File: src/knight_pkg.sv
/* Knight tour replay definitions.
   Tour size, move codes, headings, opcodes, responses and the command word layout. */
`default_nettype none

package knight_pkg;

  //////////////////////////////////////////////////////////////////////
  // Tour and board
  //////////////////////////////////////////////////////////////////////
  localparam int tour_moves  = 24;       // Moves in a full 5x5 tour.
  localparam int idx_w       = 5;        // Move index width.
  localparam int step_cycles = 4;        // Clocks spent on each square.

  typedef logic [2:0] pos_t;             // Board coordinate, wraps modulo 8.

  // One-hot move code, bit by bit:
  //   0: 2N 1E   1: 2N 1W   2: 1N 2W   3: 1S 2W
  //   4: 2S 1W   5: 2S 1E   6: 1S 2E   7: 1N 2E
  typedef logic [7:0] move_t;

  //////////////////////////////////////////////////////////////////////
  // Headings
  //////////////////////////////////////////////////////////////////////
  localparam logic [7:0] hd_north = 8'h00;  // Plus y.
  localparam logic [7:0] hd_west  = 8'h3F;  // Minus x.
  localparam logic [7:0] hd_south = 8'h7F;  // Minus y.
  localparam logic [7:0] hd_east  = 8'hBF;  // Plus x.

  //////////////////////////////////////////////////////////////////////
  // Opcodes and response codes
  //////////////////////////////////////////////////////////////////////
  localparam logic [3:0] op_set_pos  = 4'h1;  // Load x and y directly.
  localparam logic [3:0] op_move     = 4'h4;  // Move without fanfare.
  localparam logic [3:0] op_move_fan = 4'h5;  // Move, fanfare at the end.

  localparam logic [7:0] resp_done = 8'hA5;   // Tour finished or serial command.
  localparam logic [7:0] resp_busy = 8'h5A;   // Tour still running.

  // Command word, read as a move or as a set position.
  typedef union packed {
    struct packed {
      logic [3:0] opcode;                // Move or move with fanfare.
      logic [7:0] heading;               // One of the hd_ codes.
      logic [3:0] squares;               // Squares to travel.
    } mv;
    struct packed {
      logic [3:0] opcode;                // Set position.
      logic [5:0] spare;                 // Unused.
      pos_t       x;                     // New column.
      pos_t       y;                     // New row.
    } pos;
  } cmd_word_u;

endpackage

`default_nettype wire

File: src/cmd_bus_if.sv
/* Command bus between the tour commander and the command executor.
   Level ready held until cleared, plus a response strobe. */
`timescale 1ns/1ns
`default_nettype none

interface cmd_bus_if;

  logic [15:0] cmd;                      // Command word.
  logic        cmd_rdy;                  // Held high until cleared.
  logic        clr_cmd_rdy;              // One clock, command taken.
  logic        send_resp;                // One clock, command finished.

  // Command source side.
  modport src (
    output cmd,
    output cmd_rdy,
    input  clr_cmd_rdy,
    input  send_resp
  );

  // Command executor side.
  modport sink (
    input  cmd,
    input  cmd_rdy,
    output clr_cmd_rdy,
    output send_resp
  );

endinterface

`default_nettype wire

File: src/move_store.sv
/* Move store.
   Holds the loaded tour as one-hot moves, written by the host, read by index. */
`timescale 1ns/1ns
`default_nettype none

module move_store import knight_pkg::*; (
  input  logic             clk,
  input  logic             rst_n,
  input  logic             move_wr,      // Host write strobe.
  input  logic [idx_w-1:0] move_addr,    // Host write slot.
  input  move_t            move_data,    // Host move code.
  input  logic [idx_w-1:0] mv_indx,      // Replay read index.
  output move_t            move          // Move at the read index.
);

  move_t mem [tour_moves];               // One entry per tour move.
  logic  wr_ok;                          // Write slot inside the tour.
  logic  rd_ok;                          // Read index inside the tour.

  assign wr_ok = move_addr < idx_w'(tour_moves);
  assign rd_ok = mv_indx < idx_w'(tour_moves);

  //////////////////////////////////////////////////////////////////////
  // Storage
  //////////////////////////////////////////////////////////////////////
  always_ff @(posedge clk, negedge rst_n) begin
    if (!rst_n) begin
      for (int i = 0; i < tour_moves; i++)
        mem[i] <= '0;                    // Empty tour.
    end else if (move_wr && wr_ok) begin
      mem[move_addr] <= move_data;       // Single-cycle write.
    end
  end

  // Past the last move the index points nowhere, give no move.
  assign move = rd_ok ? mem[mv_indx] : '0;

endmodule

`default_nettype wire

File: src/move_decode.sv
/* Move decoder.
   Splits a one-hot knight move into its vertical or horizontal leg. */
`timescale 1ns/1ns
`default_nettype none

module move_decode import knight_pkg::*; (
  input  move_t       move,              // One-hot move code.
  input  logic        horz_leg,          // High for the second leg.
  output logic [7:0]  heading,           // Leg heading.
  output logic [3:0]  squares            // Leg length.
);

  logic [7:0] vert_hd;                   // Vertical leg heading.
  logic [7:0] horz_hd;                   // Horizontal leg heading.
  logic [3:0] vert_sq;                   // Vertical leg length.
  logic [3:0] horz_sq;                   // Horizontal leg length.

  //////////////////////////////////////////////////////////////////////
  // Both legs of the move
  //////////////////////////////////////////////////////////////////////
  always_comb begin
    unique case (1'b1)
      move[0]: begin                     // 2 north, 1 east.
        vert_hd = hd_north;
        vert_sq = 4'd2;
        horz_hd = hd_east;
        horz_sq = 4'd1;
      end
      move[1]: begin                     // 2 north, 1 west.
        vert_hd = hd_north;
        vert_sq = 4'd2;
        horz_hd = hd_west;
        horz_sq = 4'd1;
      end
      move[2]: begin                     // 1 north, 2 west.
        vert_hd = hd_north;
        vert_sq = 4'd1;
        horz_hd = hd_west;
        horz_sq = 4'd2;
      end
      move[3]: begin                     // 1 south, 2 west.
        vert_hd = hd_south;
        vert_sq = 4'd1;
        horz_hd = hd_west;
        horz_sq = 4'd2;
      end
      move[4]: begin                     // 2 south, 1 west.
        vert_hd = hd_south;
        vert_sq = 4'd2;
        horz_hd = hd_west;
        horz_sq = 4'd1;
      end
      move[5]: begin                     // 2 south, 1 east.
        vert_hd = hd_south;
        vert_sq = 4'd2;
        horz_hd = hd_east;
        horz_sq = 4'd1;
      end
      move[6]: begin                     // 1 south, 2 east.
        vert_hd = hd_south;
        vert_sq = 4'd1;
        horz_hd = hd_east;
        horz_sq = 4'd2;
      end
      move[7]: begin                     // 1 north, 2 east.
        vert_hd = hd_north;
        vert_sq = 4'd1;
        horz_hd = hd_east;
        horz_sq = 4'd2;
      end
      default: begin                     // Not one-hot, nothing defined.
        vert_hd = 'x;
        vert_sq = 'x;
        horz_hd = 'x;
        horz_sq = 'x;
      end
    endcase
  end

  // Pick the leg being replayed.
  assign heading = horz_leg ? horz_hd : vert_hd;
  assign squares = horz_leg ? horz_sq : vert_sq;

endmodule

`default_nettype wire

File: src/tour_cmd.sv
/* Tour commander.
   Replays each stored move as a vertical then a horizontal command,
   sharing the command bus with the serial host. */
`timescale 1ns/1ns
`default_nettype none

module tour_cmd import knight_pkg::*; (
  input  logic             clk,
  input  logic             rst_n,
  input  logic             start_tour,   // Pulse, begin replay.
  output logic [idx_w-1:0] mv_indx,      // Move being replayed.
  output logic             horz_leg,     // Second leg selected.
  input  logic [7:0]       heading,      // Decoded leg heading.
  input  logic [3:0]       squares,      // Decoded leg length.
  input  logic [15:0]      cmd_uart,     // Serial command.
  input  logic             cmd_rdy_uart, // Serial ready.
  cmd_bus_if.src           bus,          // Shared command bus.
  output logic [7:0]       resp          // Response code.
);

  enum logic [2:0] {IDLE, VERT, HOLDV, HORZ, HOLDH} state, nxt_state;

  logic      clr_index;                  // Restart at the first move.
  logic      inc_index;                  // Advance to the next move.
  logic      last_move;                  // Index at the final move.
  logic      tour_done;                  // Final leg answered.
  logic      cmd_rdy_tour;               // Commander ready.
  logic      own_bus;                    // Commander drives the bus.
  cmd_word_u tour_word;                  // Commander command word.

  //////////////////////////////////////////////////////////////////////
  // Move index
  //////////////////////////////////////////////////////////////////////
  always_ff @(posedge clk, negedge rst_n) begin
    if (!rst_n)
      mv_indx <= '0;
    else if (clr_index)
      mv_indx <= '0;                     // New tour.
    else if (inc_index)
      mv_indx <= mv_indx + 1'b1;         // Both legs done.
  end

  assign last_move = mv_indx == idx_w'(tour_moves - 1);

  //////////////////////////////////////////////////////////////////////
  // Command word and bus mux
  //////////////////////////////////////////////////////////////////////
  assign horz_leg = (state == HORZ) || (state == HOLDH);
  assign own_bus  = state != IDLE;       // Serial side owns the bus in IDLE.

  always_comb begin
    tour_word.mv.opcode  = horz_leg ? op_move_fan : op_move;  // Fanfare closes the L.
    tour_word.mv.heading = heading;
    tour_word.mv.squares = squares;
  end

  assign bus.cmd     = own_bus ? tour_word : cmd_uart;
  assign bus.cmd_rdy = own_bus ? cmd_rdy_tour : cmd_rdy_uart;

  // Serial commands always answer done, tour legs busy until the last.
  assign resp = !own_bus  ? resp_done :
                tour_done ? resp_done : resp_busy;

  //////////////////////////////////////////////////////////////////////
  // FSM
  //////////////////////////////////////////////////////////////////////
  always_ff @(posedge clk, negedge rst_n) begin
    if (!rst_n)
      state <= IDLE;
    else
      state <= nxt_state;
  end

  always_comb begin
    nxt_state    = state;
    clr_index    = 1'b0;
    inc_index    = 1'b0;
    tour_done    = 1'b0;
    cmd_rdy_tour = 1'b0;
    case (state)
      IDLE: begin
        if (start_tour) begin
          clr_index = 1'b1;              // Start from move 0.
          nxt_state = VERT;
        end
      end
      VERT: begin
        cmd_rdy_tour = 1'b1;             // Hold until taken.
        if (bus.clr_cmd_rdy)
          nxt_state = HOLDV;
      end
      HOLDV: begin
        if (bus.send_resp)
          nxt_state = HORZ;              // Second leg next cycle.
      end
      HORZ: begin
        cmd_rdy_tour = 1'b1;
        if (bus.clr_cmd_rdy)
          nxt_state = HOLDH;
      end
      HOLDH: begin
        if (bus.send_resp) begin
          inc_index = 1'b1;
          tour_done = last_move;         // Last leg of the tour.
          nxt_state = last_move ? IDLE : VERT;
        end
      end
      default: nxt_state = IDLE;
    endcase
  end

endmodule

`default_nettype wire

File: src/cmd_exec.sv
/* Command executor.
   Takes one command at a time, walks the knight square by square and answers. */
`timescale 1ns/1ns
`default_nettype none

module cmd_exec import knight_pkg::*; (
  input  logic    clk,
  input  logic    rst_n,
  cmd_bus_if.sink bus,                   // Shared command bus.
  output pos_t    pos_x,                 // Knight column.
  output pos_t    pos_y,                 // Knight row.
  output logic    fanfare                // Pulses with a fanfare move's response.
);

  cmd_word_u  cmd_q;                     // Accepted command.
  logic       busy;                      // Command in progress.
  logic       first;                     // First cycle after acceptance.
  logic [3:0] sq_left;                   // Squares still to walk.
  logic [3:0] step_tmr;                  // Clocks on the current square.
  logic       accept;                    // Take the offered command.
  logic       is_move;                   // Latched command is a move.
  logic       step_due;                  // Square time elapsed.

  assign accept   = !busy && bus.cmd_rdy;  // Ready ignored while busy.
  assign is_move  = (cmd_q.mv.opcode == op_move) || (cmd_q.mv.opcode == op_move_fan);
  assign step_due = step_tmr == 4'(step_cycles - 1);

  always_ff @(posedge clk) begin
    if (accept)
      cmd_q <= bus.cmd;                  // Latched with the acceptance edge.
  end

  //////////////////////////////////////////////////////////////////////
  // Sequencing and position
  //////////////////////////////////////////////////////////////////////
  always_ff @(posedge clk, negedge rst_n) begin
    if (!rst_n) begin
      busy            <= 1'b0;
      first           <= 1'b0;
      sq_left         <= '0;
      step_tmr        <= '0;
      bus.clr_cmd_rdy <= 1'b0;
      bus.send_resp   <= 1'b0;
      fanfare         <= 1'b0;
      pos_x           <= '0;             // Knight starts at (0,0).
      pos_y           <= '0;
    end else begin
      bus.clr_cmd_rdy <= 1'b0;           // Strobes last one clock.
      bus.send_resp   <= 1'b0;
      fanfare         <= 1'b0;
      if (accept) begin
        busy            <= 1'b1;
        first           <= 1'b1;
        bus.clr_cmd_rdy <= 1'b1;         // Tell the source it was taken.
      end else if (first) begin
        first    <= 1'b0;
        step_tmr <= '0;
        sq_left  <= cmd_q.mv.squares;
        if (!is_move) begin
          busy          <= 1'b0;         // Answer right away.
          bus.send_resp <= 1'b1;
          if (cmd_q.pos.opcode == op_set_pos) begin
            pos_x <= cmd_q.pos.x;
            pos_y <= cmd_q.pos.y;
          end
        end
      end else if (busy) begin
        step_tmr <= step_tmr + 4'd1;
        if (step_due) begin
          step_tmr <= '0;
          if (sq_left != 4'd0) begin
            sq_left <= sq_left - 4'd1;   // One square along the heading.
            case (cmd_q.mv.heading)
              hd_north: pos_y <= pos_y + 3'd1;
              hd_south: pos_y <= pos_y - 3'd1;
              hd_east:  pos_x <= pos_x + 3'd1;
              hd_west:  pos_x <= pos_x - 3'd1;
              default:  ;                // Unknown heading, stay put.
            endcase
          end else begin
            busy          <= 1'b0;       // Settled, respond.
            bus.send_resp <= 1'b1;
            fanfare       <= cmd_q.mv.opcode == op_move_fan;
          end
        end
      end
    end
  end

endmodule

`default_nettype wire

File: src/knight_top.sv
/* Knight tour replay top.
   Move store, decoder, commander and executor on one command bus. */
`timescale 1ns/1ns
`default_nettype none

module knight_top import knight_pkg::*; (
  input  logic        clk,
  input  logic        rst_n,
  input  logic        start_tour,        // Pulse, replay the stored tour.
  input  logic        move_wr,           // Host move write strobe.
  input  logic [4:0]  move_addr,         // Host move slot.
  input  logic [7:0]  move_data,         // Host one-hot move.
  input  logic [15:0] cmd_uart,          // Serial command.
  input  logic        cmd_rdy_uart,      // Serial ready, held until cleared.
  output logic        clr_cmd_rdy,       // Command taken.
  output logic [7:0]  resp,              // Response code.
  output logic        resp_vld,          // Response strobe.
  output logic [2:0]  pos_x,             // Knight column.
  output logic [2:0]  pos_y,             // Knight row.
  output logic        fanfare            // Fanfare pulse.
);

  cmd_bus_if bus ();                     // Commander to executor.

  move_t            move;                // Stored move at the index.
  logic [idx_w-1:0] mv_indx;             // Replay index.
  logic             horz_leg;            // Second leg selected.
  logic [7:0]       heading;             // Decoded heading.
  logic [3:0]       squares;             // Decoded length.

  move_store u_store (
    .clk       (clk),
    .rst_n     (rst_n),
    .move_wr   (move_wr),
    .move_addr (move_addr),
    .move_data (move_data),
    .mv_indx   (mv_indx),
    .move      (move)
  );

  move_decode u_decode (
    .move     (move),
    .horz_leg (horz_leg),
    .heading  (heading),
    .squares  (squares)
  );

  tour_cmd u_tour (
    .clk          (clk),
    .rst_n        (rst_n),
    .start_tour   (start_tour),
    .mv_indx      (mv_indx),
    .horz_leg     (horz_leg),
    .heading      (heading),
    .squares      (squares),
    .cmd_uart     (cmd_uart),
    .cmd_rdy_uart (cmd_rdy_uart),
    .bus          (bus.src),
    .resp         (resp)
  );

  cmd_exec u_exec (
    .clk     (clk),
    .rst_n   (rst_n),
    .bus     (bus.sink),
    .pos_x   (pos_x),
    .pos_y   (pos_y),
    .fanfare (fanfare)
  );

  assign clr_cmd_rdy = bus.clr_cmd_rdy;  // Also seen by the serial side.
  assign resp_vld    = bus.send_resp;

endmodule

`default_nettype wire

File: config.mk
export PLATFORM = sky130hd
export DESIGN_NAME = knight_top
export DESIGN_NICKNAME = d
export VERILOG_FILES = /design/src/knight_pkg.sv /design/src/cmd_bus_if.sv /design/src/move_store.sv /design/src/move_decode.sv /design/src/tour_cmd.sv /design/src/cmd_exec.sv /design/src/knight_top.sv
export SDC_FILE = /design/constraint.sdc
export NUM_CORES = 1
export LEC_CHECK = 0
export BUFFER_PORTS_ARGS = -buffer_cell sky130_fd_sc_hd__buf_4
export CAP_MARGIN = 5
export CORE_ASPECT_RATIO = 0.5
export CORE_MARGIN = 1
export CORE_UTILIZATION = 66
export DETAILED_ROUTE_END_ITERATION = 8
export PLACE_DENSITY = 0.95
export SYNTH_ARGS = -nofsm -noshare
export SYNTH_HDL_FRONTEND = slang
export SYNTH_SLANG_ARGS = --single-unit
File: constraint.sdc
create_clock -name clk -period 7.4 [get_ports clk]
set_input_delay 0 -clock clk [delete_from_list [all_inputs] [get_ports clk]]
set_output_delay 0 -clock clk [all_outputs]
set_load 0.1 [all_outputs]
# ---- Yosys cells after proc, flatten, opt, wreduce, memory -nomap -nowiden
# Index checks and enable logic that the tools add are counted.
dict set report classes {
  mux 73
  eq_ne 20
  bitwise 3
  n_addsub 7
  n_reduce_logical 28
  order_cmp 5
}
# operator count
set ops {}
lappend ops {{bitwise mux 192 bit} 1}
lappend ops {{two-way mux 8 bit} 7}
lappend ops {{two-way mux 3 bit} 17}
lappend ops {{binary-select mux 8 bit (select 5 bit)} 1}
lappend ops {{demux 8 bit (select 5 bit)} 1}
lappend ops {{two-way mux 4 bit} 8}
lappend ops {{one-hot mux 8 bit (2 select lines)} 2}
lappend ops {{two-way mux 1 bit} 28}
lappend ops {{OR reduction 4 bit} 6}
lappend ops {{two-way mux 16 bit} 1}
lappend ops {{one-hot mux 4 bit (2 select lines)} 2}
lappend ops {{one-hot mux 3 bit (5 select lines)} 1}
lappend ops {{AND reduction 7 bit} 2}
lappend ops {{>= comparator 6 bit, second input constant} 2}
lappend ops {{inverter 5 -> 6 bit} 2}
lappend ops {{one-hot mux 3 bit (2 select lines)} 2}
lappend ops {{less-than comparator 5 bit, second input constant} 2}
lappend ops {{two-way mux 5 bit} 2}
lappend ops {{nonzero test 3 bit} 3}
lappend ops {{== test 4 x 3 -> 1 bit, second input constant} 2}
lappend ops {{== test 8 x 6 -> 1 bit, second input constant} 1}
lappend ops {{== test 8 x 7 -> 1 bit, second input constant} 1}
lappend ops {{== test 8 bit, second input constant} 1}
lappend ops {{logical NOT 8 bit} 1}
lappend ops {{26 further kinds} 40}
dict set report totals {
  out_inout_bits 17
  ff_bits 234
  inputBits 34
}

# ---- Logic depth before layout (Yosys ltp)
dict set report logic_depth {
  ltp_word 9
  ltp_mapped 11
  mapped_depth_nobuf 9
}

# ---- Modules after synthesis
# A second synthesis with hierarchy kept.
dict set report unflattened {
  cells_unflattened 855
  area_unflattened_um2 11507.3
}
# module cells_per_inst n_inst seq_area_each_um2 area_each_um2
set modules_own_cells {}
lappend modules_own_cells {move_store 625 1 4804.6 9046.2}
lappend modules_own_cells {cmd_exec 143 1 930.9 1620.3}
lappend modules_own_cells {tour_cmd 72 1 200.2 715.7}
lappend modules_own_cells {move_decode 15 1 0.0 125.1}

# ---- Least setup slack after synthesis
# OpenSTA, ideal clock, no wires.
dict set report synth_timing {
  path_type {register to output}
  start {register u_exec.bus.send_resp}
  end {output resp[2]}
  slack_ns 2.701
  t_arrival_ns 4.699
  n_path_buf 2
  path_stages_with_launch 6
  required_ns 7.400
  cell_sequence {dfrtp_1 -> and3_1 -> clkbuf_1 -> a41oi_1 -> inv_1 -> buf_4}
}
dict set report synth_via {
  elab_chain_cells 4
}
# element line_no
set synth_rtl {}
lappend synth_rtl {{start: declaration} cmd_bus_if.sv:26} ;# output send_resp
lappend synth_rtl {{start signal: assignment} cmd_exec.sv:43} ;# bus.send_resp <= 1'b0;
lappend synth_rtl {{start signal: assignment} cmd_exec.sv:49} ;# bus.send_resp <= 1'b0;
lappend synth_rtl {{start signal: assignment} cmd_exec.sv:61} ;# bus.send_resp <= 1'b1;
lappend synth_rtl {{two-way mux 1 bit} tour_cmd.sv:102} ;# if (bus.send_resp) begin
lappend synth_rtl {{two-way mux 1 bit} tour_cmd.sv:80} ;# case (state)
lappend synth_rtl {{two-way mux 8 bit} tour_cmd.sv:62} ;# tour_done ? resp_done : resp_busy;
lappend synth_rtl {{two-way mux 8 bit} tour_cmd.sv:61} ;# assign resp = !own_bus ? resp_done :
lappend synth_rtl {{end: declaration} knight_top.sv:16} ;# output logic [7:0] resp,
# No other way between the ends.

# ---- Final worst setup path
dict set report layout_timing {
  start {register u_tour.mv_indx[0]}
  end {register u_exec.cmd_q[1] (netlist name) (data pin)}
}
dict set report layout_via {
  elab_chain_cells 9
}
# element line_no
set layout_rtl {}
lappend layout_rtl {{start: declaration} tour_cmd.sv:11} ;# output logic [idx_w-1:0] mv_indx,
lappend layout_rtl {{start signal: assignment} tour_cmd.sv:40} ;# mv_indx <= mv_indx + 1'b1;
lappend layout_rtl {{inverter 5 -> 6 bit (not written as such)} move_store.sv:36} ;# assign move = rd_ok ? mem[mv_indx] : '0;
lappend layout_rtl {{binary-select mux 8 bit (select 5 bit)} move_store.sv:36}
lappend layout_rtl {{two-way mux 8 bit (not written as such) (2 in a row)} move_store.sv:36}
lappend layout_rtl {{two-way mux 8 bit (*)} move_store.sv:36}
lappend layout_rtl {{OR reduction 4 bit (no line)} n/a}
lappend layout_rtl {{one-hot mux 4 bit (2 select lines)} move_decode.sv:22} ;# unique case (1'b1)
lappend layout_rtl {{two-way mux 4 bit (*)} move_decode.sv:82} ;# assign squares = horz_leg ? horz_sq : vert_sq;
lappend layout_rtl {{two-way mux 16 bit (*)} tour_cmd.sv:57} ;# assign bus.cmd = own_bus ? tour_word : cmd_uart;
lappend layout_rtl {{net bus.cmd[1]} cmd_bus_if.sv:8} ;# logic [15:0] cmd;
lappend layout_rtl {{end signal: assignment} cmd_exec.sv:30} ;# cmd_q <= bus.cmd;
lappend layout_rtl {{end: declaration} cmd_exec.sv:15} ;# cmd_word_u cmd_q;
# The timed path passes the listed nets; every way through them passes the cells marked *. The select of a mux whose other input is x is not followed.
# A chain may end at the register's enable or synchronous reset.

==> results list <==
- Commonest non-fill, non-tap cell in the layout: dfrtp_1
* Io pins: 51
- Aggregate global-route resource usage: 0.338
- Antenna viol nets, final: 0
- Setup repair after global routing left no endpoint under its margin.
- Excluding fillers, the count of instances in the completed layout stands at 1002.
- Of the synthesized area, sequential elements account for 0.527.
- Based on the critical path, the design can be clocked at up to 257 MHz.
- The longest clock path from root to sink contains 3 buffers.
* Layout Nets: 832
* Post-synth design cell area: 10100 um^2
- Counting flops with an async set or reset pin after synthesis yields a share of 0.924.
- Clock-pin slew was measured on the worst setup and hold paths at 0.07 ns.
- Number of design-rule violations left by the first detailed-router iteration: 827
* Required time at the endpoint of the critical path: 7.63 ns
- Final weighted congestion in routability-driven placement: 0.910
- Post-CTS repair changed the size of 0 cells.
- The worst path in the final design needs a cycle of 3.89 ns, including I/O delays and setup.
- Hold/Removal Path Class: in -> reg
- For this configuration, the core starts out at a cell density of 0.689.
- For this run the aggregate overflow at the end of global routing stands at 0.
- In the final layout, the share of cells above drive strength 1 is 0.346.
* Most frequent cells in the layout: dfrtp_1, mux2_2, buf_4
- TritonCTS clock tree: yes
* Core Footprint: 14700 um^2
- Setup violators final: 0
- Leak: 5.04 nW
- The most used flip-flop cell after synthesis is dfrtp_1.
- Final-layout fill cell count: 677
- Counting the buffers created by CTS gives 19.
- The floorplan step set the die height to 89.6 um.
- The pre-antenna-repair detailed-routing pass consisted of 5 iterations.
- Number of H-tree branching levels: 1
- CTS sink count: 210
- Buffers added to address setup during post-CTS repair amount to 0.
* Number of cells after detailed placement: 943
- Overall routed net length: 26300 um
- Clock latency on the worst-skew pair, taken at its later pin, is 0.50 ns.
* Initial antenna violation count: 1
* Pins over their slew limit: 0
- Routed vias/inst: 7.02
* DRC: 0
- Vias in the first global route: 7061
- In this run the clock root is driven by a clkbuf_16.
- The die covers 15900 um^2.
- Measured against its own limit, the worst slew margin works out to 0.334.
- Number of placement rows: 31
- Cell count after synthesis: 744
- Via count: 7033
- Clock tree skew after final layout: 0.0197 ns
- The flow ran to the end, and the final reports show no timing, DRC or antenna violations.
* Measured slew at the worst slew-check pin: 1.00 ns
- The netlist uses 64 different library cells.
- The number of nets in the synthesized netlist is 784.
- On the final layout, the worst hold slack is 0.0229 ns.
- Total negative setup slack: 0 ns
- Port buffering added 49 buffers.
- In this run the worst path has a maximum fanout of 32.
- Layout-stage area growth over the synthesis result: 12.3%
* Avg WL per Cell: 26.2 um
* Critical setup path kind: reg -> reg
- STA classifies the critical path startpoint as a flop.
* Number of endpoints with negative hold slack in the final report: 0
- Post-synthesis sequential element count: 210
* Number of violations of the max-capacitance limit: 0
- Warnings, synthesis: 0
* Maximum number of pins on one net before global-route repair: 127
* Avg Inst Size Synth: 13.6 um^2
* First-pass GRT wire length: 39800 um
* Detailed placement HPWL: 15000 um
- CTS hold repair buffers: 26
- The repair_antennas step left the layout with diodes totalling 0.
- Yosys mapped a number of flops with a built-in enable equal to 16.
- In this run the horizontal extent of the chip is 177 um.
* Arrival time of data at the critical path endpoint: 4.12 ns
- In the finished design, the share of the clock period the worst path needs comes to 0.526.
- Across the VDD grid, the largest voltage drop is 192 uV.
* Total power density per cell area: 346 nW/um^2
- The worst setup path is captured at a flop.
-- cells in the mapped netlist, types with 6 or more instances --
| master | count | area share |
|---|---|---|
| mux4_1 | 6 | 0.016 |
| a21oi_1 | 18 | 0.0089 |
| nor3b_1 | 8 | 0.0059 |
| nor2b_1 | 12 | 0.0074 |
| buf_2 | 7 | 0.0035 |
| nor3_1 | 6 | 0.0030 |
| o21a_1 | 7 | 0.0052 |
| clkbuf_1 | 33 | 0.012 |
| mux2_2 | 159 | 0.18 |
| inv_1 | 11 | 0.0041 |
| mux2_1 | 19 | 0.021 |
| mux2i_1 | 18 | 0.018 |
| dfrtp_1 | 194 | 0.48 |
| nand3_1 | 12 | 0.0059 |
| buf_4 | 7 | 0.0052 |
| nand2_1 | 50 | 0.019 |
| o21ai_0 | 15 | 0.0074 |
| mux4_2 | 30 | 0.067 |
| edfxtp_1 | 16 | 0.047 |
| nor2_1 | 19 | 0.0070 |
-- sequential cells by signal, indices dropped and copies added (netlist names), 3 cells and up --
name and count:
u_exec.pos_x 3, u_exec.pos_y 3, u_exec.cmd_q 16, u_exec.sq_left 4, u_store.mem 168, u_tour.mv_indx 5, u_tour.state 3, u_exec.step_tmr 4
-- routing by layer --
layer / part of all wire / GRT usage
met5: 0.00049 / 0
met4: 0.051 / 0.176
met3: 0.088 / 0.0678
met2: 0.49 / 0.575
met1: 0.37 / 0.423
-- final cells by class --
type | instances | area, um^2 | area share
well taps | 198 | 248 | 0.0218
clock buffers | 32 | 594 | 0.0523
repair buffers | 81 | 679 | 0.0597
flip-flops and latches | 210 | 5340 | 0.469
inverters | 13 | 48.8 | 0.00429
multi-input cells | 467 | 4460 | 0.392
clock inverters | 1 | 5.00 | 0.000440
-- stage by stage --
step           total power [mW]  instance area [um^2]  utilization  setup WS, ns
2_1_floorplan              2.60                 10100            -          2.70
3_3_place_gp               2.80                 10500        0.715          3.70
3_5_place_dp               2.89                 10500        0.715          3.63
4_1_cts                    3.89                 11400        0.774          3.59
5_1_grt                    4.06                 11400        0.774          3.34
6_report                   3.94                 11400        0.774          3.51
-- cells by family after synthesis --
group	count (synthesis)	synth area share
AO/OA/AOI/OAI	75	0.0499
XOR/XNOR	8	0.00692
adder cells (fa/ha/maj)	6	0.00890
buffers and inverters	67	0.0324
flip-flops	210	0.527
multiplexers	232	0.298
AND/OR/NAND/NOR	146	0.0766
-- final timing paths --
| kind | start | to | slack [ns] | depth (start not counted) |
|---|---|---|---|---|
| worst max-delay path | u_tour.mv_indx[0]$_DFFE_PN0P_ | u_exec.cmd_q[1]$_DFFE_PP_ | 3.51 | 8 |
| worst min-delay path | move_addr[3] | u_store.mem[57]$_DFFE_PN0P_ | 0.02 | 3 |
| worst max register to register | u_tour.mv_indx[0]$_DFFE_PN0P_ | u_exec.cmd_q[1]$_DFFE_PP_ | 3.51 | 8 |
| worst min register to register | u_store.mem[58]$_DFFE_PN0P_ | u_store.mem[58]$_DFFE_PN0P_ | 0.49 | 1 |
| max in group asynchronous | rst_n | u_store.mem[173]$_DFFE_PN0P_ | 5.73 | 3 |
| min in group asynchronous | rst_n | u_store.mem[50]$_DFFE_PN0P_ | 0.24 | 2 |
-- critical path, cell delays in order, from the launching register on --
cell	delay, ns
dfrtp_2	0.86
buf_4	0.64
mux4_1	0.66
mux2_2	0.33
nand3_1	0.12
o211ai_1	0.20
o311ai_2	0.38
a21oi_1	0.10
or3_1	0.33
-- where the power goes --
| group | switching, mW | internal (mW) | total, mW |
|---|---|---|---|
| logic | 0.800 | 0.494 | 1.29 |
| registers | 0.225 | 1.44 | 1.66 |
| clock network | 0.434 | 0.546 | 0.980 |
Power figures use the tool's default switching activity.
